[src/hdl/pool_pkg.sv]
package pool_pkg;

    // activation stream geometry
    localparam int LANE_W       = 8;
    localparam int IN_LANES     = 24;
    localparam int OUT_LANES    = 12;
    localparam int NARROW_LANES = 6;    // lanes kept when wide mode is off
    localparam int COL_W        = 16;

    // feature-map RAM, one pooled beat per word
    localparam int FMAP_DEPTH = 256;
    localparam int FMAP_AW    = 8;
    localparam int FMAP_DW    = OUT_LANES * LANE_W;

    localparam int AXIL_AW = 16;
    localparam int AXIL_DW = 32;

    // register map
    localparam logic [AXIL_AW-1:0] REG_CTRL   = 16'h0000;
    localparam logic [AXIL_AW-1:0] REG_COL    = 16'h0004;
    localparam logic [AXIL_AW-1:0] REG_STATUS = 16'h0008;
    localparam logic [AXIL_AW-1:0] WIN_BASE   = 16'h1000;   // addr 11:4 word, 3:2 slice

    localparam logic [1:0] RESP_OKAY   = 2'b00;
    localparam logic [1:0] RESP_SLVERR = 2'b10;

    typedef logic [IN_LANES-1:0][LANE_W-1:0]  act_beat_t;
    typedef logic [OUT_LANES-1:0][LANE_W-1:0] pool_beat_t;

    typedef struct packed {
        logic       valid;
        logic       row_end;
        pool_beat_t data;
    } pool_out_t;

    typedef struct packed {
        logic             pool_en;
        logic             wide;
        logic [COL_W-1:0] col;
    } pool_cfg_t;

    typedef struct packed {
        logic               req;
        logic               we;
        logic [FMAP_AW-1:0] addr;
        logic [FMAP_DW-1:0] wdata;
    } fmap_req_t;

    typedef struct packed {
        logic               gnt;
        logic               rvalid;   // one cycle after a granted read
        logic [FMAP_DW-1:0] rdata;
    } fmap_rsp_t;

    typedef struct packed {
        logic                 awvalid;
        logic [AXIL_AW-1:0]   awaddr;
        logic                 wvalid;
        logic [AXIL_DW-1:0]   wdata;
        logic [AXIL_DW/8-1:0] wstrb;
        logic                 bready;
        logic                 arvalid;
        logic [AXIL_AW-1:0]   araddr;
        logic                 rready;
    } axil_req_t;

    typedef struct packed {
        logic               awready;
        logic               wready;
        logic               bvalid;
        logic [1:0]         bresp;
        logic               arready;
        logic               rvalid;
        logic [AXIL_DW-1:0] rdata;
        logic [1:0]         rresp;
    } axil_rsp_t;

endpackage

[src/hdl/fmap_writer.sv]
`timescale 1ns/10ps

module fmap_writer (
    input  logic                clk,
    input  logic                rst_n,
    input  logic                clear,
    input  pool_pkg::pool_out_t pool_out,
    input  pool_pkg::fmap_rsp_t wr_rsp,
    output pool_pkg::fmap_req_t wr_req,
    output logic [7:0]          wr_count,
    output logic                row_done
);
    import pool_pkg::*;

    logic               req_q;
    logic               row_end_q;
    pool_beat_t         wdata_q;
    logic [FMAP_AW-1:0] wr_addr;   // linear pointer, wraps at FMAP_DEPTH

    assign wr_req = '{req: req_q, we: 1'b1, addr: wr_addr, wdata: wdata_q};

    always_ff @(posedge clk)
    begin
        if (!rst_n)
        begin
            req_q     <= 1'b0;
            row_end_q <= 1'b0;
        end
        else if (pool_out.valid)
        begin
            req_q     <= 1'b1;
            row_end_q <= pool_out.row_end;
        end
        else if (wr_rsp.gnt)
        begin
            req_q <= 1'b0;     // held until granted
        end
    end

    always_ff @(posedge clk)
    begin
        if (pool_out.valid)
            wdata_q <= pool_out.data;
    end

    always_ff @(posedge clk)
    begin
        if (!rst_n || clear)
        begin
            wr_addr  <= '0;
            wr_count <= '0;
            row_done <= 1'b0;
        end
        else if (wr_rsp.gnt)
        begin
            wr_addr  <= wr_addr + 1'b1;
            wr_count <= wr_count + 1'b1;
            if (row_end_q)
                row_done <= 1'b1;   // sticky until clear
        end
    end

endmodule

[config.mk]
export PLATFORM = sky130hd
export DESIGN_NAME = fmap_writer
export DESIGN_NICKNAME = d
export VERILOG_FILES = /design/src/hdl/pool_pkg.sv /design/src/hdl/fmap_writer.sv
export SDC_FILE = /design/constraint.sdc
export NUM_CORES = 1
export LEC_CHECK = 0
export ABC_AREA = 1
export BUFFER_PORTS_ARGS = -buffer_cell sky130_fd_sc_hd__buf_2
export CAP_MARGIN = 0
export CORE_AREA = 2 2 120 122
export DETAILED_ROUTE_END_ITERATION = 10
export DIE_AREA = 0 0 122 124
export PLACE_DENSITY = 0.59
export SLEW_MARGIN = 25
export SYNTH_ARGS = -nofsm -noshare
export SYNTH_HDL_FRONTEND = slang
export SYNTH_SLANG_ARGS = --single-unit
[constraint.sdc]
create_clock -name clk -period 2.9 [get_ports clk]
set_input_delay 0.58 -clock clk [delete_from_list [all_inputs] [get_ports clk]]
set_output_delay 0.58 -clock clk [all_outputs]
set_load 0.1 [all_outputs]
---- Word-level counts from Yosys, hierarchy flattened ----
Cells that the tools add are included.
cells by class
  $add $sub $neg .......................... 2
  muxes and demuxes ....................... 2
  reduce and logical (&&, ||, !) cells .... 4
operator list
  operator                                                        number
  8-bit by 1-bit adder with 8-bit output (second input constant)  2
  1-bit 2-to-1 mux                                                2
  2-bit AND reduction                                             1
  2-bit nonzero test                                              1
  1-bit logical NOT                                               1
  1-bit logical OR                                                1
storage, ports and cells
  output and inout port bits .............. 115
  register bits ........................... 115
  input bits .............................. 199
  logic and storage cells ................. 25

---- Longest topological paths before layout ----
  depth in word-level cells ............... 2
  mapped depth ............................ 6
  depth with buffers taken out ............ 6

---- Worst setup path after synthesis ----
Ideal clock, no wire load.
  path type ............................... flip-flop to flip-flop
  start point ............................. register wr_count[0]
  end point ............................... register wr_count[6]
  library setup time ...................... 119 ps
  cell stages (with the launch flop) ...... 7
  required time ........................... 2781 ps
  path slack .............................. 993 ps
  arrival time ............................ 1787 ps
  period minus slack after synthesis ...... 1907 ps
  cell sequence ........................... dfxtp_1 -> ha_1 -> nand3_1 -> nor2_1 -> nand3_1 -> nand2_1 -> nor2_1
on the way
  cells in the longest elaborated chain, start to end .. 1
ends and longest elaborated chain
  element                                 RTL line           source
  start: declaration                      fmap_writer.sv:10  output logic [7:0] wr_count,
  start signal: assignment                fmap_writer.sv:57  wr_count <= wr_count + 1'b1;
  8-bit by 1-bit adder with 8-bit output  fmap_writer.sv:57
Every way passes these cells.
A chain may end at the register's enable or synchronous reset.

---- Worst setup path after layout ----
  start point ............................. register wr_count[5]
  end point ............................... output port wr_count[5]
No word-level cell between the ends.

==> impl_metrics.csv <==
group,metric,value,unit
detailed_routing,vias,2554,
detailed_routing,wire_per_inst,13.9,um
power_and_ir_drop,peakVddDrop,329,uV
synthesis,synth_top_area_frac,0.777,
detailed_routing,routed.top_layer,"met4",
clock_tree,clock_path_buffers,2,
power_and_ir_drop,switchingPower,1.67,mW
synthesis,synth.distinct_cells,16,
place,io_buffers,215,
power_and_ir_drop,clockPowerShare,0.422,
grt,overflow,0,
floorplanning,row_count,43,
cells_and_area,syn_to_final_growth,52.1,%
clock_tree,path_clk_slew,0.06,ns
floorplanning,die_x,122,um
synthesis,syn-cell-area,0.00371,mm^2
synthesis,synth_compound_area_frac,0.0256,
synthesis,synth_warnings,0,
synthesis,syn-num-nets,411,
grt,antenna_found_initial,1,
sta,drv_slew,0,
detailed_routing,wl_met2,4440,um
place,hpwlAfterDp,6780,um
synthesis,synthCells,210,
sta,setup_viol,0,
clock_tree,cts_hold_buf,0,
power_and_ir_drop,p_sw_frac,0.324,
synthesis,avgSynthCellArea,17.7,um^2
clock_tree,ctsResizeCount,0,
floorplanning,ios,314,
sta,clock.fmax,537,MHz
hold_path,whs_path_depth,1,
worst_setup_path,ff2ff_setup_slack,1.66,ns
job,maxCapViolations,0,
worst_setup_path,r2r_cells,6,
synthesis,synth_area_leaders,"edfxtp_1 (78%), dfxtp_1 (10%), nand2_1 (2.3%), a21oi_1 (1.9%), nor2_1 (1.7%)",
power_and_ir_drop,p_comb_frac,0.200,
worst_setup_path,path_buf_inv,1,
synthesis,synth_adder_area_share,0.00675,
synthesis,synth_simple_gate_area_share,0.0651,
sta,tightest_slew,0.562,ns
cells_and_area,nets,642,
clock_tree,clkSinkCount,115,
run_status,outcome,"completed",
clock_tree,post-cts-setup-buffers,0,
sta,hold_viol,0,
synthesis,synth_mux_area_frac,0,
grt,grt_pass1_wl,12500,um
synthesis,synthXorXnorAreaFrac,0,
worst_setup_path,crit_fanout,6,
detailed_routing,wl_met3,1050,um
synthesis,synth_top_area_cell,"edfxtp_1",
grt,grt_usage,0.114,
synthesis,synth_top_family_by_area,"simple AND/OR/NAND/NOR gates",
worst_setup_path,slowest_stage,"buf_2",
floorplanning,initial_core_util,0.270,
detailed_routing,final_antenna_net_count,0,
detailed_routing,first_iter_violations,144,
power_and_ir_drop,fin_total_pwr,5.15,mW
sta,setup-tns-final,0,ns
worst_setup_path,worst-setup-path-type,"register to primary output",
worst_setup_path,worstPathRequired,2.32,ns
hold_path,hold_path_startpoint,"pool_out[10]",
place,place.gp.congestion,0.708,
cells_and_area,final_core_util,0.411,
sta,slew-limit-headroom,0.625,
worst_setup_path,endpoint_kind,"primary output",
sta,period_share,0.642,
sta,clock_skew,0.00337,ns
sta,rsz0062_at_grt,"false",
cells_and_area,fill_cells,1326,
sta,period_needed,1.86,ns
cells_and_area,drive_above_1_share,0.553,
worst_setup_path,start_kind,"register",
grt,grt_max_degree,62,
synthesis,yosysSeqAreaShare,0.880,
floorplanning,die-area,0.0151,mm^2
floorplanning,core,0.0137,mm^2
power_and_ir_drop,p_leak,2.45,nW
clock_tree,cts.root.buffer_cell,"clkbuf_16",
worst_setup_path,r2r_start,"wr_addr[0]",
detailed_routing,drc,0,
worst_setup_path,critical_path_arrival,1.28,ns
worst_setup_path,crit_family,"buffers and inverters",
worst_setup_path,r2r-end,"wr_addr[6]",
power_and_ir_drop,intPower,3.49,mW
clock_tree,clock_latency,0.40,ns
clock_tree,cts_tree,"done",
power_and_ir_drop,p_per_area,914,mW/mm^2
grt,grt_pass1_vias,2440,
detailed_routing,wirelength,8850,um
power_and_ir_drop,pwr-share-seq,0.377,
clock_tree,h-tree-depth,4,
worst_setup_path,max_stage_delay,0.46,ns
clock_tree,numCtsBuffers,17,
hold_path,hold_path_end,"wr_req[10]",
floorplanning,die_h,124,um
worst_setup_path,crit_path_cell_trace,"buf_2",
hold_path,hold_path_class,"primary input to register",
detailed_routing,vias_per_cell,4.02,
detailed_routing,dr.pass1.iters,4,
synthesis,synth-seq-cells,115,
detailed_routing,route.layer.met1.wl,3230,um
-- per-stage QoR --
step           setup slack (ns)  hold slack [ns]  cells  instance area (um^2)
2_1_floorplan             0.993            0.438    210                  3710
3_3_place_gp               1.15            0.446    602                  5000
3_5_place_dp               1.13            0.457    602                  5000
4_1_cts                    1.01            0.327    634                  5640
5_1_grt                   0.980            0.320    634                  5640
6_report                   1.04            0.352    635                  5640
-- cell usage in the layout, fill, tap and decap left out, types with 5 or more instances in the layout --
cell type  instances
buf_2            214
edfxtp_1          96
nand2_1           23
dfxtp_1           19
nor2_1            17
clkbuf_16         17
a21oi_1           14
inv_1             14
nand3_1            8
o21ai_0            5
clkinv_4           5
-- how the worst max path moves through the flow --
stage	slack, ns	to	start	cells past startpoint
finish	1.04	wr_count[5]	wr_count[5]	1
global route	0.98	wr_count[5]	wr_count[5]	1
CTS	1.01	wr_count[5]	wr_count[5]	1
detailed placement	1.13	wr_req[48]	pool_out[97]	2
global placement	1.15	wr_req[48]	pool_out[97]	2
floorplan	0.99	wr_count[6]	wr_count[0]	6
-- sequential cells by signal (all words and copies together) (netlist names) --
signal     cells
row_done       1
row_end_q      1
wr_req        96
req_q          1
wr_count       8
wr_addr        8
-- kinds of logic after synthesis --
logic type               count (synthesis)
flip-flops                             115
buffers and inverters                   18
adder cells (fa/ha/maj)                  2
other                                    1
AO/OA/AOI/OAI                           19
AND/OR/NAND/NOR                         55
-- cell type report --
cell class,instances,area (um^2),share of cell area
Antenna cell,1,2.50,0.000444
Clock buffer,17,425,0.0754
Clock inverter,15,206,0.0366
Inverter,14,52.6,0.00932
Multi-Input combinational cell,77,365,0.0648
Sequential cell,115,3260,0.579
Tap cell,180,225,0.0399
Timing Repair Buffer,216,1100,0.195
-- power by group through the flow --
stage	Clock [mW]	Sequential, mW	Combinational [mW]
after floorplan	0	2.78	0.0297
after global placement	0	1.97	1.04
after detailed placement	0	1.98	1.04
after CTS	2.25	1.95	1.04
after global routing	2.33	1.95	1.06
final	2.18	1.94	1.03
-- metal layers --
| layer | up-vias | GRT usage |
|---|---|---|
| met5 | - | 0 |
| met4 | 0 | 0.0560 |
| met3 | 10 | 0.0632 |
| met2 | 131 | 0.191 |
| met1 | 1184 | 0.114 |
| li1 | 1229 | - |
-- synthesized netlist by cell type, drive strengths merged --
cell / count
inv: 14
nor3: 2
ha: 2
conb: 1
edfxtp: 96
dfxtp: 19
nand2: 23
o21ai: 5
nand3: 8
nand4: 2
nor2: 20
buf: 4
a21oi: 14
No activity file was read; power rests on OpenSTA's default activity.
