### src/hdl/pool_pkg.sv
package pool_pkg;

    // activation stream geometry
    localparam int LANE_W       = 8;
    localparam int IN_LANES     = 24;
    localparam int OUT_LANES    = 12;
    localparam int NARROW_LANES = 6;    // lanes kept when wide mode is off
    localparam int COL_W        = 16;

    // feature-map RAM, one pooled beat per word
    localparam int FMAP_DEPTH = 256;
    localparam int FMAP_AW    = 8;
    localparam int FMAP_DW    = OUT_LANES * LANE_W;

    localparam int AXIL_AW = 16;
    localparam int AXIL_DW = 32;

    // register map
    localparam logic [AXIL_AW-1:0] REG_CTRL   = 16'h0000;
    localparam logic [AXIL_AW-1:0] REG_COL    = 16'h0004;
    localparam logic [AXIL_AW-1:0] REG_STATUS = 16'h0008;
    localparam logic [AXIL_AW-1:0] WIN_BASE   = 16'h1000;   // addr 11:4 word, 3:2 slice

    localparam logic [1:0] RESP_OKAY   = 2'b00;
    localparam logic [1:0] RESP_SLVERR = 2'b10;

    typedef logic [IN_LANES-1:0][LANE_W-1:0]  act_beat_t;
    typedef logic [OUT_LANES-1:0][LANE_W-1:0] pool_beat_t;

    typedef struct packed {
        logic       valid;
        logic       row_end;
        pool_beat_t data;
    } pool_out_t;

    typedef struct packed {
        logic             pool_en;
        logic             wide;
        logic [COL_W-1:0] col;
    } pool_cfg_t;

    typedef struct packed {
        logic               req;
        logic               we;
        logic [FMAP_AW-1:0] addr;
        logic [FMAP_DW-1:0] wdata;
    } fmap_req_t;

    typedef struct packed {
        logic               gnt;
        logic               rvalid;   // one cycle after a granted read
        logic [FMAP_DW-1:0] rdata;
    } fmap_rsp_t;

    typedef struct packed {
        logic                 awvalid;
        logic [AXIL_AW-1:0]   awaddr;
        logic                 wvalid;
        logic [AXIL_DW-1:0]   wdata;
        logic [AXIL_DW/8-1:0] wstrb;
        logic                 bready;
        logic                 arvalid;
        logic [AXIL_AW-1:0]   araddr;
        logic                 rready;
    } axil_req_t;

    typedef struct packed {
        logic               awready;
        logic               wready;
        logic               bvalid;
        logic [1:0]         bresp;
        logic               arready;
        logic               rvalid;
        logic [AXIL_DW-1:0] rdata;
        logic [1:0]         rresp;
    } axil_rsp_t;

endpackage

### src/hdl/pool_csr.sv
`timescale 1ns/10ps

module pool_csr (
    input  logic                clk,
    input  logic                rst_n,
    input  pool_pkg::axil_req_t axil_req,
    input  logic [7:0]          wr_count,
    input  logic                row_done,
    input  pool_pkg::fmap_rsp_t rd_rsp,
    output pool_pkg::axil_rsp_t axil_rsp,
    output pool_pkg::pool_cfg_t cfg,
    output logic                clear,
    output pool_pkg::fmap_req_t rd_req
);
    import pool_pkg::*;

    logic               idle;
    logic               wr_take;
    logic               ar_take;
    logic               win_hit;
    logic               ctrl_hit;
    logic               col_hit;
    logic               bvalid_q;
    logic               rvalid_q;
    logic               win_req_q;
    logic               win_busy;     // window read waiting for RAM data
    logic [1:0]         bresp_q;
    logic [1:0]         win_slice;
    logic [FMAP_AW-1:0] win_addr;
    logic [AXIL_DW-1:0] rdata_q;
    logic [AXIL_DW-1:0] reg_rdata;
    logic [AXIL_DW-1:0] slice_data;

    // one transaction at a time, writes first
    assign idle     = !bvalid_q && !rvalid_q && !win_busy;
    assign wr_take  = idle && axil_req.awvalid && axil_req.wvalid;
    assign ar_take  = idle && !wr_take && axil_req.arvalid;
    assign win_hit  = (axil_req.araddr[AXIL_AW-1:12] == WIN_BASE[AXIL_AW-1:12]);
    assign ctrl_hit = (axil_req.awaddr == REG_CTRL);
    assign col_hit  = (axil_req.awaddr == REG_COL);

    assign axil_rsp = '{awready: wr_take, wready: wr_take, bvalid: bvalid_q, bresp: bresp_q,
                        arready: ar_take, rvalid: rvalid_q, rdata: rdata_q, rresp: RESP_OKAY};
    assign rd_req   = '{req: win_req_q, we: 1'b0, addr: win_addr, wdata: '0};

    always_comb
    begin
        case (axil_req.araddr)
            REG_CTRL:   reg_rdata = {30'h0, cfg.wide, cfg.pool_en};   // clear reads 0
            REG_COL:    reg_rdata = {16'h0, cfg.col};
            REG_STATUS: reg_rdata = {8'h0, wr_count, 15'h0, row_done};
            default:    reg_rdata = '0;
        endcase
    end

    always_comb
    begin
        case (win_slice)
            2'd0:    slice_data = rd_rsp.rdata[31:0];
            2'd1:    slice_data = rd_rsp.rdata[63:32];
            2'd2:    slice_data = rd_rsp.rdata[95:64];
            default: slice_data = '0;
        endcase
    end

    always_ff @(posedge clk)
    begin
        if (!rst_n)
        begin
            bvalid_q <= 1'b0;
            cfg      <= '0;
            clear    <= 1'b0;
        end
        else
        begin
            clear <= 1'b0;
            if (wr_take)
            begin
                bvalid_q <= 1'b1;
                if (ctrl_hit && axil_req.wstrb[0])
                begin
                    cfg.pool_en <= axil_req.wdata[0];
                    cfg.wide    <= axil_req.wdata[1];
                    clear       <= axil_req.wdata[2];   // one-cycle pulse
                end
                if (col_hit && axil_req.wstrb[0])
                    cfg.col[7:0] <= axil_req.wdata[7:0];
                if (col_hit && axil_req.wstrb[1])
                    cfg.col[15:8] <= axil_req.wdata[15:8];
            end
            else if (bvalid_q && axil_req.bready)
            begin
                bvalid_q <= 1'b0;
            end
        end
    end

    always_ff @(posedge clk)
    begin
        if (wr_take)
            bresp_q <= (ctrl_hit || col_hit) ? RESP_OKAY : RESP_SLVERR;
    end

    always_ff @(posedge clk)
    begin
        if (!rst_n)
        begin
            rvalid_q  <= 1'b0;
            win_req_q <= 1'b0;
            win_busy  <= 1'b0;
        end
        else
        begin
            if (ar_take && win_hit)
            begin
                win_req_q <= 1'b1;
                win_busy  <= 1'b1;
            end
            else if (rd_rsp.gnt)
            begin
                win_req_q <= 1'b0;
            end
            if (rd_rsp.rvalid)
                win_busy <= 1'b0;
            if ((ar_take && !win_hit) || rd_rsp.rvalid)
                rvalid_q <= 1'b1;
            else if (rvalid_q && axil_req.rready)
                rvalid_q <= 1'b0;
        end
    end

    always_ff @(posedge clk)
    begin
        if (ar_take)
        begin
            win_addr  <= axil_req.araddr[11:4];
            win_slice <= axil_req.araddr[3:2];
            if (!win_hit)
                rdata_q <= reg_rdata;
        end
        if (rd_rsp.rvalid)
            rdata_q <= slice_data;
    end

endmodule

### config.mk
export PLATFORM = sky130hd
export DESIGN_NAME = pool_csr
export DESIGN_NICKNAME = d
export VERILOG_FILES = /design/src/hdl/pool_pkg.sv /design/src/hdl/pool_csr.sv
export SDC_FILE = /design/constraint.sdc
export NUM_CORES = 1
export LEC_CHECK = 0
export BUFFER_PORTS_ARGS = -buffer_cell sky130_fd_sc_hd__buf_2
export CAP_MARGIN = 10
export CELL_PAD_IN_SITES_DETAIL_PLACEMENT = 1
export CELL_PAD_IN_SITES_GLOBAL_PLACEMENT = 1
export CORE_ASPECT_RATIO = 1.2
export CORE_MARGIN = 8
export CORE_UTILIZATION = 24
export DETAILED_ROUTE_END_ITERATION = 10
export PLACE_DENSITY_LB_ADDON = 0.08
export SLEW_MARGIN = 10
export SYNTH_ARGS = -nofsm -noshare
export SYNTH_HDL_FRONTEND = slang
export SYNTH_SLANG_ARGS = --single-unit
### constraint.sdc
create_clock -name clk -period 2.5 [get_ports clk]
set_input_delay 0.375 -clock clk [delete_from_list [all_inputs] [get_ports clk]]
set_output_delay 0.375 -clock clk [all_outputs]
set_load 0.02 [all_outputs]
After elaboration in Yosys (flattened, before gate mapping)
Cells that the tools add are included.

word-level totals
  word-level logic and storage cells = 66
  input port bits = 182
  output and inout port bits = 166
  bits in registers = 67

cells by class
  bitwise logic cells = 1
  mux-type cells = 12
  reductions and logical operators = 33
  equality and inequality tests = 7

operators with widths
  cell                   number
  $mux W32               3
  $pmux W32 S3           1
  $pmux W24 S3           1
  $eq A16 B3 Y1 const B  2
  $logic_not A16 Y1      2
  $eq A16 B4 Y1 const B  1
  $logic_and A1 B1 Y1    13
  $reduce_and A2 Y1      4
  $reduce_bool A2 Y1     4
  $mux W1                6
  $logic_not A1 Y1       5
  $eq A4 B1 Y1 const B   1
  $reduce_and A3 Y1      1
  $eq A2 B1 Y1 const B   1
  $eq A2 B2 Y1 const B   1
  $logic_not A2 Y1       1
  $logic_or A1 B1 Y1     2
  $mux W2                1
  $ne A2 B2 Y1 const B   1
  $reduce_or A2 Y1       1
  $not A1 Y1             1

Logic depth before layout (Yosys ltp)
  depth in word-level cells = 11
  gate-level depth with buffers = 7
  depth with buffers taken out = 4

Least setup slack after synthesis
No wires, ideal clock.

  kind = register -> register
  from = register win_busy
  to = register rdata_q[0], enable pin
  data required time = 2.111 ns
  arrival = 1.987 ns
  buffers on the path = 0
  setup time = 0.389 ns
  clock period less this slack = 2.376 ns
  stages on the path, launching flop included = 4
  slack = 0.124 ns
  cell sequence = dfxtp_1 > nor3_1 > and3b_1 > a21o_1

between the ends
  cells in the longest elaborated chain, start to end = 9

RTL lines
  element                                line             text
  start: declaration                     pool_csr.sv:26   logic win_busy;
  start signal: assignment               pool_csr.sv:110  win_busy <= 1'b0;
  start signal: assignment               pool_csr.sv:117  win_busy <= 1'b1;
  start signal: assignment               pool_csr.sv:124  win_busy <= 1'b0;
  $logic_not A1 Y1 (*)                   pool_csr.sv:35   assign idle = !bvalid_q && !rvalid_q && !win_busy;
  $logic_and A1 B1 Y1 (*)                pool_csr.sv:35
  $logic_and A1 B1 Y1 (2 in series)      pool_csr.sv:36   assign wr_take = idle && axil_req.awvalid && axil_req.wvalid;
  $logic_not A1 Y1                       pool_csr.sv:37   assign ar_take = idle && !wr_take && axil_req.arvalid;
  $logic_and A1 B1 Y1 (*) (2 in series)  pool_csr.sv:37
  named net ar_take                      pool_csr.sv:19   logic ar_take;
  $reduce_bool A2 Y1 (no line) (*)       -
  $reduce_and A2 Y1 (no line) (*)        -
  end signal: assignment                 pool_csr.sv:139  rdata_q <= reg_rdata;
  end signal: assignment                 pool_csr.sv:142  rdata_q <= slice_data;
  end: declaration                       pool_csr.sv:30   logic [AXIL_DW-1:0] rdata_q;

The timed path passes the listed nets; every way through them passes the cells marked *.
A chain may end at the register's enable or synchronous reset.

==> flow_metrics.py <==
metrics = {
    "synth": {
        "synthDistinctLibCells": 41,
        "synth_top_family_by_area": "buffers and inverters",
        "synth_compound_area_share_pct": 13.7,
        "synth_area_per_cell_um2": 9.82,
        "synth-xor-area-share_pct": 0,
        "synth_cells": 424,
        "ys_async_sr_fraction_pct": 0,
        "ys_seq_elements": 66,
        "synth-seq-area-share_pct": 42.1,
        "netlist_area_mm2": 0.00416,
        "synth_edf_count": 43,
        "synthAdderAreaFrac_pct": 0,
        "yosysWarnings": 0,
        "muxShareOfSynthArea_pct": 8.66,
        "synth-main-ff-cell": "edfxtp_1",
        "yosys.area_share.simple_pct": 13.3,
    },
    "layout": {
        "nNetsFinal": 828,
        "final_util_pct": 32.0,
        "drive_gt1_share_pct": 39.9,
        "multi_input_area_mm2": 0.00186,
        "fillers": 2108,
        "register_area_mm2": 0.00175,
        "syn2layout_area_growth_pct": 30.2,
    },
    "critical_path": {
        "cp_max_fo": 11,
        "startpoint": "win_busy$_SDFFE_PP0P_",
        "required_ps": 2120,
        "rrSetupSlack_ps": 650,
        "end_kind": "output port",
        "cpLargestDelayFamily": "buffers and inverters",
        "r2r-end": "rdata_q[11]$_DFFE_PP_",
        "crit_buf_inv": 3,
        "cp-start-kind": "flop",
        "crit_chain": "nor3_1, buf_4, and3b_1, buf_4, buf_2",
        "reg2reg_from": "win_busy$_SDFFE_PP0P_",
        "reg2regPathDepth": 5,
        "slowest_delay_ps": 320,
        "worstSetupPathType": "reg2out",
        "crit_top_cell": "buf_4",
        "crit_path_end": "axil_rsp[35]",
        "cp.arrival_ps": 1870,
        "slowest_stage": "and3b_1",
        "path_depth": 5,
    },
    "pwr": {
        "p_sw_share_pct": 28.9,
        "finalPower_mw": 3.11,
        "power_density_mw_per_mm2": 573,
        "vdd_drop_max_mv": 0.299,
        "pwr-share-comb_pct": 20.5,
        "p_clk_share_pct": 39.3,
        "p_int_mw": 2.21,
        "power.switching_uw": 897,
        "p_seq_share_pct": 40.2,
        "leakagePower_nw": 2.66,
    },
    "route": {
        "drtAntennaViolNets": 0,
        "finalWirelength_mm": 16.4,
        "dr.pass1.iters": 4,
        "drcViolationCount": 0,
        "vias_per_cell": 4.23,
        "drt_iter0_drc": 110,
        "wl_per_cell_um": 18.9,
        "routed-via-count": 3670,
    },
    "global_routing": {
        "grt_pass1_vias": 4079,
        "grt_pass1_wl_mm": 24.0,
        "antenna_found_initial": 2,
        "grt_max_degree": 35,
        "grt_use_total_pct": 14.3,
        "grt_overflow": 0,
    },
    "sta": {
        "final.setup.tns_ps": 0,
        "fmax_ghz": 0.445,
        "setup_viol": 0,
        "fin_crit_sh_pct": 89.9,
        "worst_pin_slew_ps": 621,
        "rsz0062_at_grt": "no",
        "relSlewSlack_pct": 58.6,
        "slew_viol_final": 0,
        "fin_crit_ps": 2250,
        "fin_skew_ps": 5.01,
        "hold_violations": 0,
        "finalWorstSetupSlack_ps": 254,
    },
    "clock_tree": {
        "hold_buffers": 0,
        "cts_setup_buffers": 0,
        "cts-resized-gates": 0,
        "cts_buffers": 9,
        "cts_tree": "done",
        "clk_latency_ps": 330,
        "cts.sinks": 66,
        "htreeDepth": 3,
        "clockBufferDepth": 2,
        "cts_root_buf": "clkbuf_16",
        "clkTransAtPathRegs_ps": 60,
    },
    "floorplan": {
        "initial_core_util_pct": 24.6,
        "coreArea_mm2": 0.0169,
        "dieHeight_um": 160,
        "dieWidth_um": 136,
        "die_area_mm2": 0.0218,
        "fp-row-count": 52,
        "io_pins": 348,
    },
    "job": {
        "max_cap_violations": 0,
    },
    "outcome": {
        "status": "completed",
    },
    "min_path": {
        "min_path_cells": 1,
        "hp-class": "in2reg",
    },
    "place": {
        "port_buffers": 229,
        "pre_cts_ws_ps": 452,
        "hpwl_mm": 13.5,
        "globalplace.congestion": 0.733,
    },
}
[registers in the layout (all words and copies together), names as in the netlist]
signal	flops
clear	1
cfg	18
win_addr	8
win_busy	1
win_req_q	1
bvalid_q	1
bresp_q	1
rvalid_q	1
win_slice	2
rdata_q	32
[synth_stat cells (3+ instances only)]
cell type / count / area share, %
buf_4: 106 / 19
o21ai_0: 48 / 5.8
edfxtp_1: 43 / 31
nand2_1: 37 / 3.3
mux2i_1: 36 / 8.7
dfxtp_1: 23 / 11
a22o_1: 22 / 4.6
nand3_1: 19 / 2.3
a21oi_1: 17 / 2.0
clkbuf_1: 13 / 1.2
and2_1: 9 / 1.4
buf_2: 5 / 0.60
nor3_1: 4 / 0.48
and3_1: 3 / 0.45
buf_6: 3 / 0.81
inv_1: 3 / 0.27
nor2_1: 3 / 0.27
nor4_1: 3 / 0.45
[per-stage QoR]
step	instance area [µm²]	cells	hold WS [ps]
after detailed placement	5140	851	489
after CTS	5420	867	236
after global placement	5140	851	478
after floorplan	4530	523	454
after global routing	5420	868	240
final	5420	868	251
[cell type report]
type | count | area share, %
inverter | 4 | 0.277
multi-input combinational | 325 | 34.3
timing repair buffer | 240 | 22.9
clock buffer | 12 | 4.36
sequential | 66 | 32.3
antenna | 1 | 0.0462
tap | 216 | 4.98
clock inverter | 4 | 0.785
[routing by layer]
metal | GRT usage (%) | wire [µm] | up-vias
met5 | 0 | 9 | -
met3 | 4.99 | 1470 | 12
met2 | 24.8 | 8220 | 203
met1 | 16.2 | 6560 | 1702
met4 | 3.50 | 163 | 2
li1 | - | - | 1751
[cells by family after synthesis]
logic type,Yosys count
AO/OA/AOI/OAI,94
multiplexers,36
other,1
AND/OR/NAND/NOR,95
flip-flops,66
buffers and inverters,132
[power groups by stage]
stage	clock network [mW]	logic (mW)	registers, mW
2_1_floorplan	0	0.419	1.35
3_3_place_gp	0	0.635	1.27
3_5_place_dp	0	0.641	1.27
4_1_cts	1.26	0.643	1.25
5_1_grt	1.30	0.694	1.25
6_report	1.22	0.638	1.25
[worst min-delay path by stage]
| stage | startpoint | endpoint |
|---|---|---|
| global placement | win_req_q$_SDFFE_PN0P_ | win_req_q$_SDFFE_PN0P_ |
| global route | axil_req[6] | win_addr[1]$_DFFE_PP_ |
| floorplan | win_req_q$_SDFFE_PN0P_ | win_req_q$_SDFFE_PN0P_ |
| detailed placement | cfg[9]$_SDFFE_PN0P_ | cfg[9]$_SDFFE_PN0P_ |
| CTS | axil_req[7] | win_addr[2]$_DFFE_PP_ |
| finish | axil_req[7] | win_addr[2]$_DFFE_PP_ |
[placed cells by master (no fill, tap or decap), types with 4 or more instances in the layout]
cell type | Yosys | final
buf_2 | 5 | 229
and2_1 | 9 | 9
dfxtp_1 | 23 | 23
conb_1 | 1 | 100
nand3_1 | 19 | 19
mux2i_1 | 36 | 36
clkbuf_16 | 0 | 9
o21ai_0 | 48 | 48
a22o_1 | 22 | 22
edfxtp_1 | 43 | 43
nor3_1 | 4 | 4
nand2_1 | 37 | 37
buf_4 | 106 | 10
a21oi_1 | 17 | 17
Power figures use the tool's default switching activity.
