File: src/hdl/pool_pkg.sv
package pool_pkg;

    // activation stream geometry
    localparam int LANE_W       = 8;
    localparam int IN_LANES     = 24;
    localparam int OUT_LANES    = 12;
    localparam int NARROW_LANES = 6;    // lanes kept when wide mode is off
    localparam int COL_W        = 16;

    // feature-map RAM, one pooled beat per word
    localparam int FMAP_DEPTH = 256;
    localparam int FMAP_AW    = 8;
    localparam int FMAP_DW    = OUT_LANES * LANE_W;

    localparam int AXIL_AW = 16;
    localparam int AXIL_DW = 32;

    // register map
    localparam logic [AXIL_AW-1:0] REG_CTRL   = 16'h0000;
    localparam logic [AXIL_AW-1:0] REG_COL    = 16'h0004;
    localparam logic [AXIL_AW-1:0] REG_STATUS = 16'h0008;
    localparam logic [AXIL_AW-1:0] WIN_BASE   = 16'h1000;   // addr 11:4 word, 3:2 slice

    localparam logic [1:0] RESP_OKAY   = 2'b00;
    localparam logic [1:0] RESP_SLVERR = 2'b10;

    typedef logic [IN_LANES-1:0][LANE_W-1:0]  act_beat_t;
    typedef logic [OUT_LANES-1:0][LANE_W-1:0] pool_beat_t;

    typedef struct packed {
        logic       valid;
        logic       row_end;
        pool_beat_t data;
    } pool_out_t;

    typedef struct packed {
        logic             pool_en;
        logic             wide;
        logic [COL_W-1:0] col;
    } pool_cfg_t;

    typedef struct packed {
        logic               req;
        logic               we;
        logic [FMAP_AW-1:0] addr;
        logic [FMAP_DW-1:0] wdata;
    } fmap_req_t;

    typedef struct packed {
        logic               gnt;
        logic               rvalid;   // one cycle after a granted read
        logic [FMAP_DW-1:0] rdata;
    } fmap_rsp_t;

    typedef struct packed {
        logic                 awvalid;
        logic [AXIL_AW-1:0]   awaddr;
        logic                 wvalid;
        logic [AXIL_DW-1:0]   wdata;
        logic [AXIL_DW/8-1:0] wstrb;
        logic                 bready;
        logic                 arvalid;
        logic [AXIL_AW-1:0]   araddr;
        logic                 rready;
    } axil_req_t;

    typedef struct packed {
        logic               awready;
        logic               wready;
        logic               bvalid;
        logic [1:0]         bresp;
        logic               arready;
        logic               rvalid;
        logic [AXIL_DW-1:0] rdata;
        logic [1:0]         rresp;
    } axil_rsp_t;

endpackage

File: src/hdl/fmap_arbiter.sv
`timescale 1ns/10ps

module fmap_arbiter (
    input  logic                 clk,
    input  logic                 rst_n,
    input  pool_pkg::fmap_req_t  wr_req,
    input  pool_pkg::fmap_req_t  rd_req,
    input  pool_pkg::pool_beat_t ram_rdata,
    output pool_pkg::fmap_rsp_t  wr_rsp,
    output pool_pkg::fmap_rsp_t  rd_rsp,
    output pool_pkg::fmap_req_t  ram_req
);
    import pool_pkg::*;

    logic wr_gnt;
    logic rd_gnt;
    logic wr_rd_pend;   // writer port had a read granted last cycle
    logic rd_rd_pend;

    // stream writer never stalls, so it always wins
    assign wr_gnt = wr_req.req;
    assign rd_gnt = rd_req.req && !wr_req.req;

    always_comb
    begin
        ram_req     = rd_req;
        ram_req.req = wr_gnt || rd_gnt;
        if (wr_gnt)
            ram_req = wr_req;
    end

    always_ff @(posedge clk)
    begin
        if (!rst_n)
        begin
            wr_rd_pend <= 1'b0;
            rd_rd_pend <= 1'b0;
        end
        else
        begin
            wr_rd_pend <= wr_gnt && !wr_req.we;
            rd_rd_pend <= rd_gnt && !rd_req.we;
        end
    end

    assign wr_rsp = '{gnt: wr_gnt, rvalid: wr_rd_pend, rdata: ram_rdata};
    assign rd_rsp = '{gnt: rd_gnt, rvalid: rd_rd_pend, rdata: ram_rdata};

endmodule

File: config.mk
export PLATFORM = sky130hd
export DESIGN_NAME = fmap_arbiter
export DESIGN_NICKNAME = d
export VERILOG_FILES = /design/src/hdl/pool_pkg.sv /design/src/hdl/fmap_arbiter.sv
export SDC_FILE = /design/constraint.sdc
export NUM_CORES = 1
export LEC_CHECK = 0
export BUFFER_PORTS_ARGS = -buffer_cell sky130_fd_sc_hd__buf_2
export CAP_MARGIN = 20
export CORE_AREA = 2 2 238 240
export CTS_BUF_LIST = sky130_fd_sc_hd__clkbuf_2
export DETAILED_ROUTE_END_ITERATION = 10
export DIE_AREA = 0 0 240 242
export GPL_TIMING_DRIVEN = 0
export SYNTH_ARGS = -nofsm -noshare
export SYNTH_HDL_FRONTEND = slang
export SYNTH_SLANG_ARGS = --single-unit
File: constraint.sdc
create_clock -name clk -period 2.55 [get_ports clk]
set_input_delay 0.255 -clock clk [delete_from_list [all_inputs] [get_ports clk]]
set_output_delay 0.255 -clock clk [all_outputs]
set_load 0.005 [all_outputs]
# After elaboration in Yosys (flattened, before gate mapping)

Cells that the tools add are included.

Register bits after elaboration: 2
Input bits: 310

Reductions and logical operators: 7
Mux-type cells: 1

Operators with widths:

| kind               | count |
|---|---|
| 2-to-1 mux 106 bit | 1 |
| logical AND 1 bit  | 3 |
| logical NOT 1 bit  | 3 |
| logical OR 1 bit   | 1 |

# Depth between registers and ports, before layout

Gate-level depths: netlist of run 1.

Depth after elaboration: 4
Mapped depth: 5
Gate-level depth less buffers: 1

# Least setup slack after synthesis of run 1

No wires, ideal clock.

Path type: input to output
Start: in wr_req[105] (netlist name)
End: out ram_req[105] (netlist name)
Setup slack: 1.366 ns
Cell stages on the path: 4
Arrival: 0.929 ns
Cell sequence: buf_6 > buf_6 > buf_6 > or2_2

RTL lines:

| item        | line               | source |
|---|---|---|
| from (decl) | fmap_arbiter.sv:6  | `input pool_pkg::fmap_req_t wr_req,` |
| to (decl)   | fmap_arbiter.sv:11 | `output pool_pkg::fmap_req_t ram_req` |

==> impl_results.md, run 1 <==
* Core box area at 55,730 um^2
* Final period utilization at 0.6226
* Post-synth top area cell: buf_4
* Minimum clock period at 1.588 ns
* Largest net degree at the start of global routing at 11
* RSZ-0062 raised after global routing: false
* CP endpoint kind: primary output
* First-pass GRT wire length at 35.78 mm
* CP top delay family: buffers and inverters
* Hold Path End: wr_rd_pend$_SDFF_PN0_
* Initial antenna violation count at 61
* Worst Path Buf+Inv at 3
* Post-synth EDFFs at 0
* Critical-path cell list: buf_6, buf_2, mux2_2, buf_2
* Post-CTS sizing at 0
* Slowest cell delay on critical path at 0.38 ns
* NumNets Final at 1,148
* Crit start category: input pin
* Maximum capacitance violations at 0
* Fmax at 629.9 MHz
* Worst EP required at 2.30 ns
* Fillers at 6,565
* Hold-fix buffers at CTS at 0
* Maximum root-to-sink buffer count at 2
* Area added between synthesis and finish at 125.3%
* Max_slew headroom at 0.7754
* Sequential share of the synthesized area at 0.01415
* Slowest CP cell: mux2_2
* CP arrival at 1.33 ns
* Pwr Density at 159.6 nW/um^2
* Post-CTS setup buffer count at 0
* Clock slew at the register clock pins of the worst setup and hold paths at 0.03 ns
* H-tree Lvls at 1
* Worst-Margin Slew at 0.3369 ns
* Initial Util at 0.05076
* Post-Syn Area at 2829 um^2
* Total wire length at 29.60 mm
* Hold Crit Depth at 2
* DR iter-0 viols at 53
* Worst-path maximum fanout at 10
* Remaining global-route overflow at 0
* # setup viols final at 0
* Buffers on Ports at 514
* Hold path start: rst_n
* Die Y at 242 um
* Top cells by area, synth: buf_4 (52%), mux2_2 (39%), mux2_4 (3.2%)
* WS Path Type: input pin to primary output
* Proportion of layout cells with a drive suffix above 1 at 0.9952
* Distinct cells, synth at 10
* Post-synthesis async set-or-reset flop share at 0
* Clock root cell: clkbuf_2
* Leakage at 3.503 nW
* Final Hold Fails at 0
* Die area at 58,080 um^2
* Die X at 240 um
* Slew Viols, Final at 0
* Yosys reg bits at 2
* Vias in the first global route at 3,777
* GRT Resource Usage Total at 0.09442
* CP most frequent cell: buf_2
* Synth top area share at 0.5201
* Gate count after technology mapping at 319
* Non-filler cells, final at 1,597
* Yosys warnings at 0
* Mapped Nets at 629
* DRT Pass-1 Iters at 4
* Count leader, synth: buf_4
* Clock sinks at 2
* DRC viols at 0
* Detailed-route via count at 4,171
* Setup crit start: wr_req[105]
* HPWL Detailed at 28.58 mm
* Avg Synthesized Cell Area at 8.868 um^2
* Cell Rows at 87
* Hold Path Class: input pin to flip-flop
* Commonest cells post-synth: buf_4 (196), mux2_2 (99), buf_2 (9)
* Post-synth top flop: dfxtp_1
* CTS tree: yes
* Setup_tns at 0 ns
* Post-Place Cells at 1,589
* RD Place Congestion at 0.8923
* Status: finished, final reports clean
* Worst vdd ir at 60.52 uV
* Via/cell ratio at 2.612
* Io pins at 612
* Final ANT Viol Nets at 0
* Routed wire per std cell at 18.54 um
* TritonCTS Buffers at 3
-- flip-flops by register name, indices dropped and copies added, names as in the netlist --
signal / cells
wr_rd_pend: 1
rd_rd_pend: 1
-- layout make-up --
cell class | instances | area, um^2 | share of cell area
Tap cell | 756 | 945.9 | 0.1484
Clock buffer | 3 | 15.01 | 0.002355
Multi-Input combinational cell | 109 | 1239 | 0.1943
Timing Repair Buffer | 514 | 2572 | 0.4035
Antenna cell | 5 | 12.51 | 0.001963
Buffer | 208 | 1550 | 0.2432
Sequential cell | 2 | 40.04 | 0.006281
-- cell usage in the layout, fill, tap and decap left out, drive strengths merged --
| cell | n |
|---|---|
| buf | 722 |
| mux2 | 105 |
| diode | 5 |
| clkbuf | 3 |
| dfxtp | 2 |
| nor2b | 1 |
| or2 | 1 |
| and4bb | 1 |
| and3b | 1 |
-- layer usage --
layer,GRT usage,routed length [um],up-vias
met5,0,11,-
met4,0.008951,809,2
met3,0.01276,2318,110
met2,0.2084,16770,440
met1,0.09133,9694,1720
li1,-,-,1899
-- worst max-delay path by stage --
stage,endpoint,slack (ns),depth (start not counted)
floorplan,ram_req[105],1.37,4
global placement,ram_req[9],0.92,4
detailed placement,ram_req[9],0.92,4
CTS,ram_req[9],0.92,4
global route,ram_req[8],0.90,4
finish,ram_req[9],0.96,4
-- stage by stage --
step	cell area (um^2)	util	hold WS [ns]	worst slack, ns	power [mW]
after floorplan	2829	-	0.4190	1.366	0.4922
after global placement	6347	0.1139	0.5586	0.9222	0.9755
after detailed placement	6347	0.1139	0.5573	0.9194	0.9786
after CTS	6362	0.1142	0.3451	0.9166	1.037
after global routing	6370	0.1143	0.3519	0.9035	1.103
final	6375	0.1144	0.3529	0.9625	1.017
-- logic make-up (layout without fill, tap and decap cells) --
kind of cell  Yosys count  after routing  share of synthesized area
buf+inv               208            725                     0.5480
flops                   2              2                    0.01415
mux                   105            105                     0.4259
other cells             0              5                          0
simple gates            4              4                    0.01194
-- where the power goes --
group	switching [mW]	internal (mW)
combinational	0.318	0.616
sequential	0.000239	0.0326
clock	0.0197	0.0314
Note: power is estimated with default switching activity, not from simulation.
==> inputs of run 2 (changes only) <==
--- a/config.mk
+++ b/config.mk
@@ -5,6 +5,7 @@
 export SDC_FILE = /design/constraint.sdc
 export NUM_CORES = 1
 export LEC_CHECK = 0
+export ABC_AREA = 1
 export BUFFER_PORTS_ARGS = -buffer_cell sky130_fd_sc_hd__buf_2
 export CAP_MARGIN = 20
 export CORE_AREA = 2 2 238 240
==> constraint.sdc (replaced) <==
create_clock -name clk -period 1.4 [get_ports clk]
set_input_delay 0.14 -clock clk [delete_from_list [all_inputs] [get_ports clk]]
set_output_delay 0.14 -clock clk [all_outputs]
set_load 0.005 [all_outputs]
==> run 2 against run 1 <==
Global-route usage fell by 2.5 points. Clock power up 68%. Total power increased by 92%. Critical path type unchanged. Critical endpoint is now ram_req[91]. Largest cell class unchanged. Highest routed layer is now met4.
==> impl_results.md, run 2 <==
* Status: finished, final reports clean
* Avg Synthesized Cell Area at 5.283 um^2
* Worst Path Buf+Inv at 5
* Sw Pwr at 0.8106 mW
* Leakage at 4.088 nW
* Initial Util at 0.05195
* RD Place Congestion at 0.8360
* Hold Slack at 0.1805 ns
* Worst EP required at 1.26 ns
* Io pins at 612
* Initial antenna violation count at 7
* Die area at 58,080 um^2
* Slowest cell delay on critical path at 0.17 ns
* CP arrival at 1.12 ns
* Top flop regs: rd_rd_pend x1, wr_rd_pend x1
* Post-synthesis async set-or-reset flop share at 0
* Worst vdd ir at 132.6 uV
* Most frequent cells in the layout: buf_2 (526), nand2_1 (319), buf_4 (199)
* Clock slew at the register clock pins of the worst setup and hold paths at 0.03 ns
* Largest net degree at the start of global routing at 11
* WS Path Type: input pin to primary output
* Via/cell ratio at 2.692
* Cell Rows at 87
* Mapped Nets at 858
* Yosys reg bits at 2
* H-tree Lvls at 1
* Vias in the first global route at 4,288
* Yosys warnings at 0
* CP top delay family: buffers and inverters
* Met1 global-route usage at 0.07060
* DRC viols at 0
* Slowest CP cell: buf_6
* Total wire length at 22.81 mm
* Fillers at 6,651
* Post-Syn Area at 2895 um^2
* Max_slew headroom at 0.7698
* Leading cell type in the layout, fill and taps excluded: buf_2
* Count leader, synth: nand2_1
* First-pass GRT wire length at 28.37 mm
* Worst-Margin Slew at 0.3452 ns
* Hold Path Class: input pin to flip-flop
* GRT busiest layer: met2
* Crit start category: input pin
* Post-synth top flop: dfxtp_1
* RSZ-0062 raised after global routing: false
* # setup viols final at 0
* Commonest cells post-synth: nand2_1 (319), buf_4 (199), buf_2 (15)
* Post-synth top area cell: buf_4
* Die Y at 242 um
* Total power at 1.954 mW
* Slew Viols, Final at 0
* Cell Area, Placed at 6414 um^2
* DRT Pass-1 Iters at 4
* Clock sinks at 2
* CTS tree: yes
* Final Cell Area at 6449 um^2
* HPWL Detailed at 20.49 mm
* Final Hold Fails at 0
* CP endpoint kind: primary output
* Synth top area share at 0.5160
* Post-CTS setup buffer count at 0
* GR met3 Demand/Resource at 0.007634
* Switch share at 0.4148
* TritonCTS Buffers at 3
* Met2 usage at 0.1396
* Maximum capacitance violations at 0
* Critical-path cell list: buf_6, inv_8, buf_6, buf_6, nand2_1, nand2_1, buf_2
* Final ANT Viol Nets at 0
* Core box area at 55,730 um^2
* Remaining global-route overflow at 0
* NumNets Final at 1,376
* Pwr Density at 303.0 nW/um^2
* Post-synth EDFFs at 0
* Hold-fix buffers at CTS at 0
* Hold Crit Depth at 3
* Minimum clock period at 1.258 ns
* Routed wire per std cell at 12.51 um
* Die X at 240 um
* Clock root cell: clkbuf_2
* Fmax at 795.1 MHz
* Worst-path maximum fanout at 10
* Final period utilization at 0.8984
* Hold Path End: wr_rd_pend$_SDFF_PN0_
* Clk pwr share at 0.044
* GRT Resource Usage Total at 0.06944
* Gate count after technology mapping at 548
* Internal at 1.143 mW
* DR iter-0 viols at 93
* Top cells by area, synth: buf_4 (52%), nand2_1 (41%), buf_2 (2.6%)
* Proportion of layout cells with a drive suffix above 1 at 0.6917
* Flop pwr share at 0.031
* Detailed-route via count at 4,907
* Util after Layout at 0.1157
* Maximum root-to-sink buffer count at 2
* Buffers on Ports at 514
* Hold path start: rst_n
* Post-CTS sizing at 5
* Distinct cells, synth at 8
* Area added between synthesis and finish at 122.7%
* CP most frequent cell: buf_6
* Sequential share of the synthesized area at 0.01383
* Gate power share at 0.925
run 2: power groups by stage:
stage                     Combinational (mW)  Sequential (mW)  Clock [mW]
final                                   1.81           0.0600      0.0860
after global routing                    1.99           0.0602      0.0959
after CTS                               1.85           0.0600      0.0935
after detailed placement                1.84           0.0606           0
after global placement                  1.83           0.0605           0
after floorplan                        0.819           0.0605           0
run 2: cells by family (layout without fill, tap and decap cells):
kind of cell | Yosys count | count (layout) | share of synthesized area
buffers and inverters | 224 | 740 | 0.5687
DFF | 2 | 2 | 0.01383
other | 0 | 3 | 0
and+or+nand+nor | 322 | 322 | 0.4175
run 2: worst max-delay path by stage:
| stage | startpoint | to | slack [ns] | cells past startpoint |
|---|---|---|---|---|
| floorplan | wr_req[105] | ram_req[100] | 0.56 | 6 |
| global placement | wr_req[105] | ram_req[12] | -0.28 | 6 |
| detailed placement | wr_req[105] | ram_req[12] | -0.28 | 6 |
| CTS | wr_req[105] | ram_req[91] | 0.03 | 6 |
| global route | wr_req[105] | ram_req[57] | 0.01 | 5 |
| finish | wr_req[105] | ram_req[91] | 0.14 | 7 |
run 2: layer usage:
metal / vias to the layer above / wire [um]
met5: - / 0
met4: 0 / 799
met3: 24 / 1881
met2: 393 / 11780
met1: 2031 / 8342
li1: 2459 / -
run 2: cell type report:
type | instances | area (um^2) | area share
multi-input cells | 322 | 1209 | 0.1874
clock buffers | 3 | 15.01 | 0.002328
inverters | 5 | 26.28 | 0.004075
repair buffers | 514 | 2572 | 0.3989
plain buffers | 218 | 1633 | 0.2532
flip-flops and latches | 2 | 40.04 | 0.006209
diodes | 3 | 7.507 | 0.001164
well taps | 756 | 945.9 | 0.1467
run 2: stage by stage:
| step | TNS, ns | std cells | worst slack [ns] |
|---|---|---|---|
| 2_1_floorplan | 0 | 548 | 0.5593 |
| 3_3_place_gp | -2.059 | 1818 | -0.2828 |
| 3_5_place_dp | -2.107 | 1818 | -0.2814 |
| 4_1_cts | 0 | 1821 | 0.03241 |
| 5_1_grt | 0 | 1823 | 0.01036 |
| 6_report | 0 | 1823 | 0.1423 |
run 2: worst min-delay path, stage by stage:
cell	delay [ns]
buf_2	0.11
inv_1	0.04
nor2_1	0.03
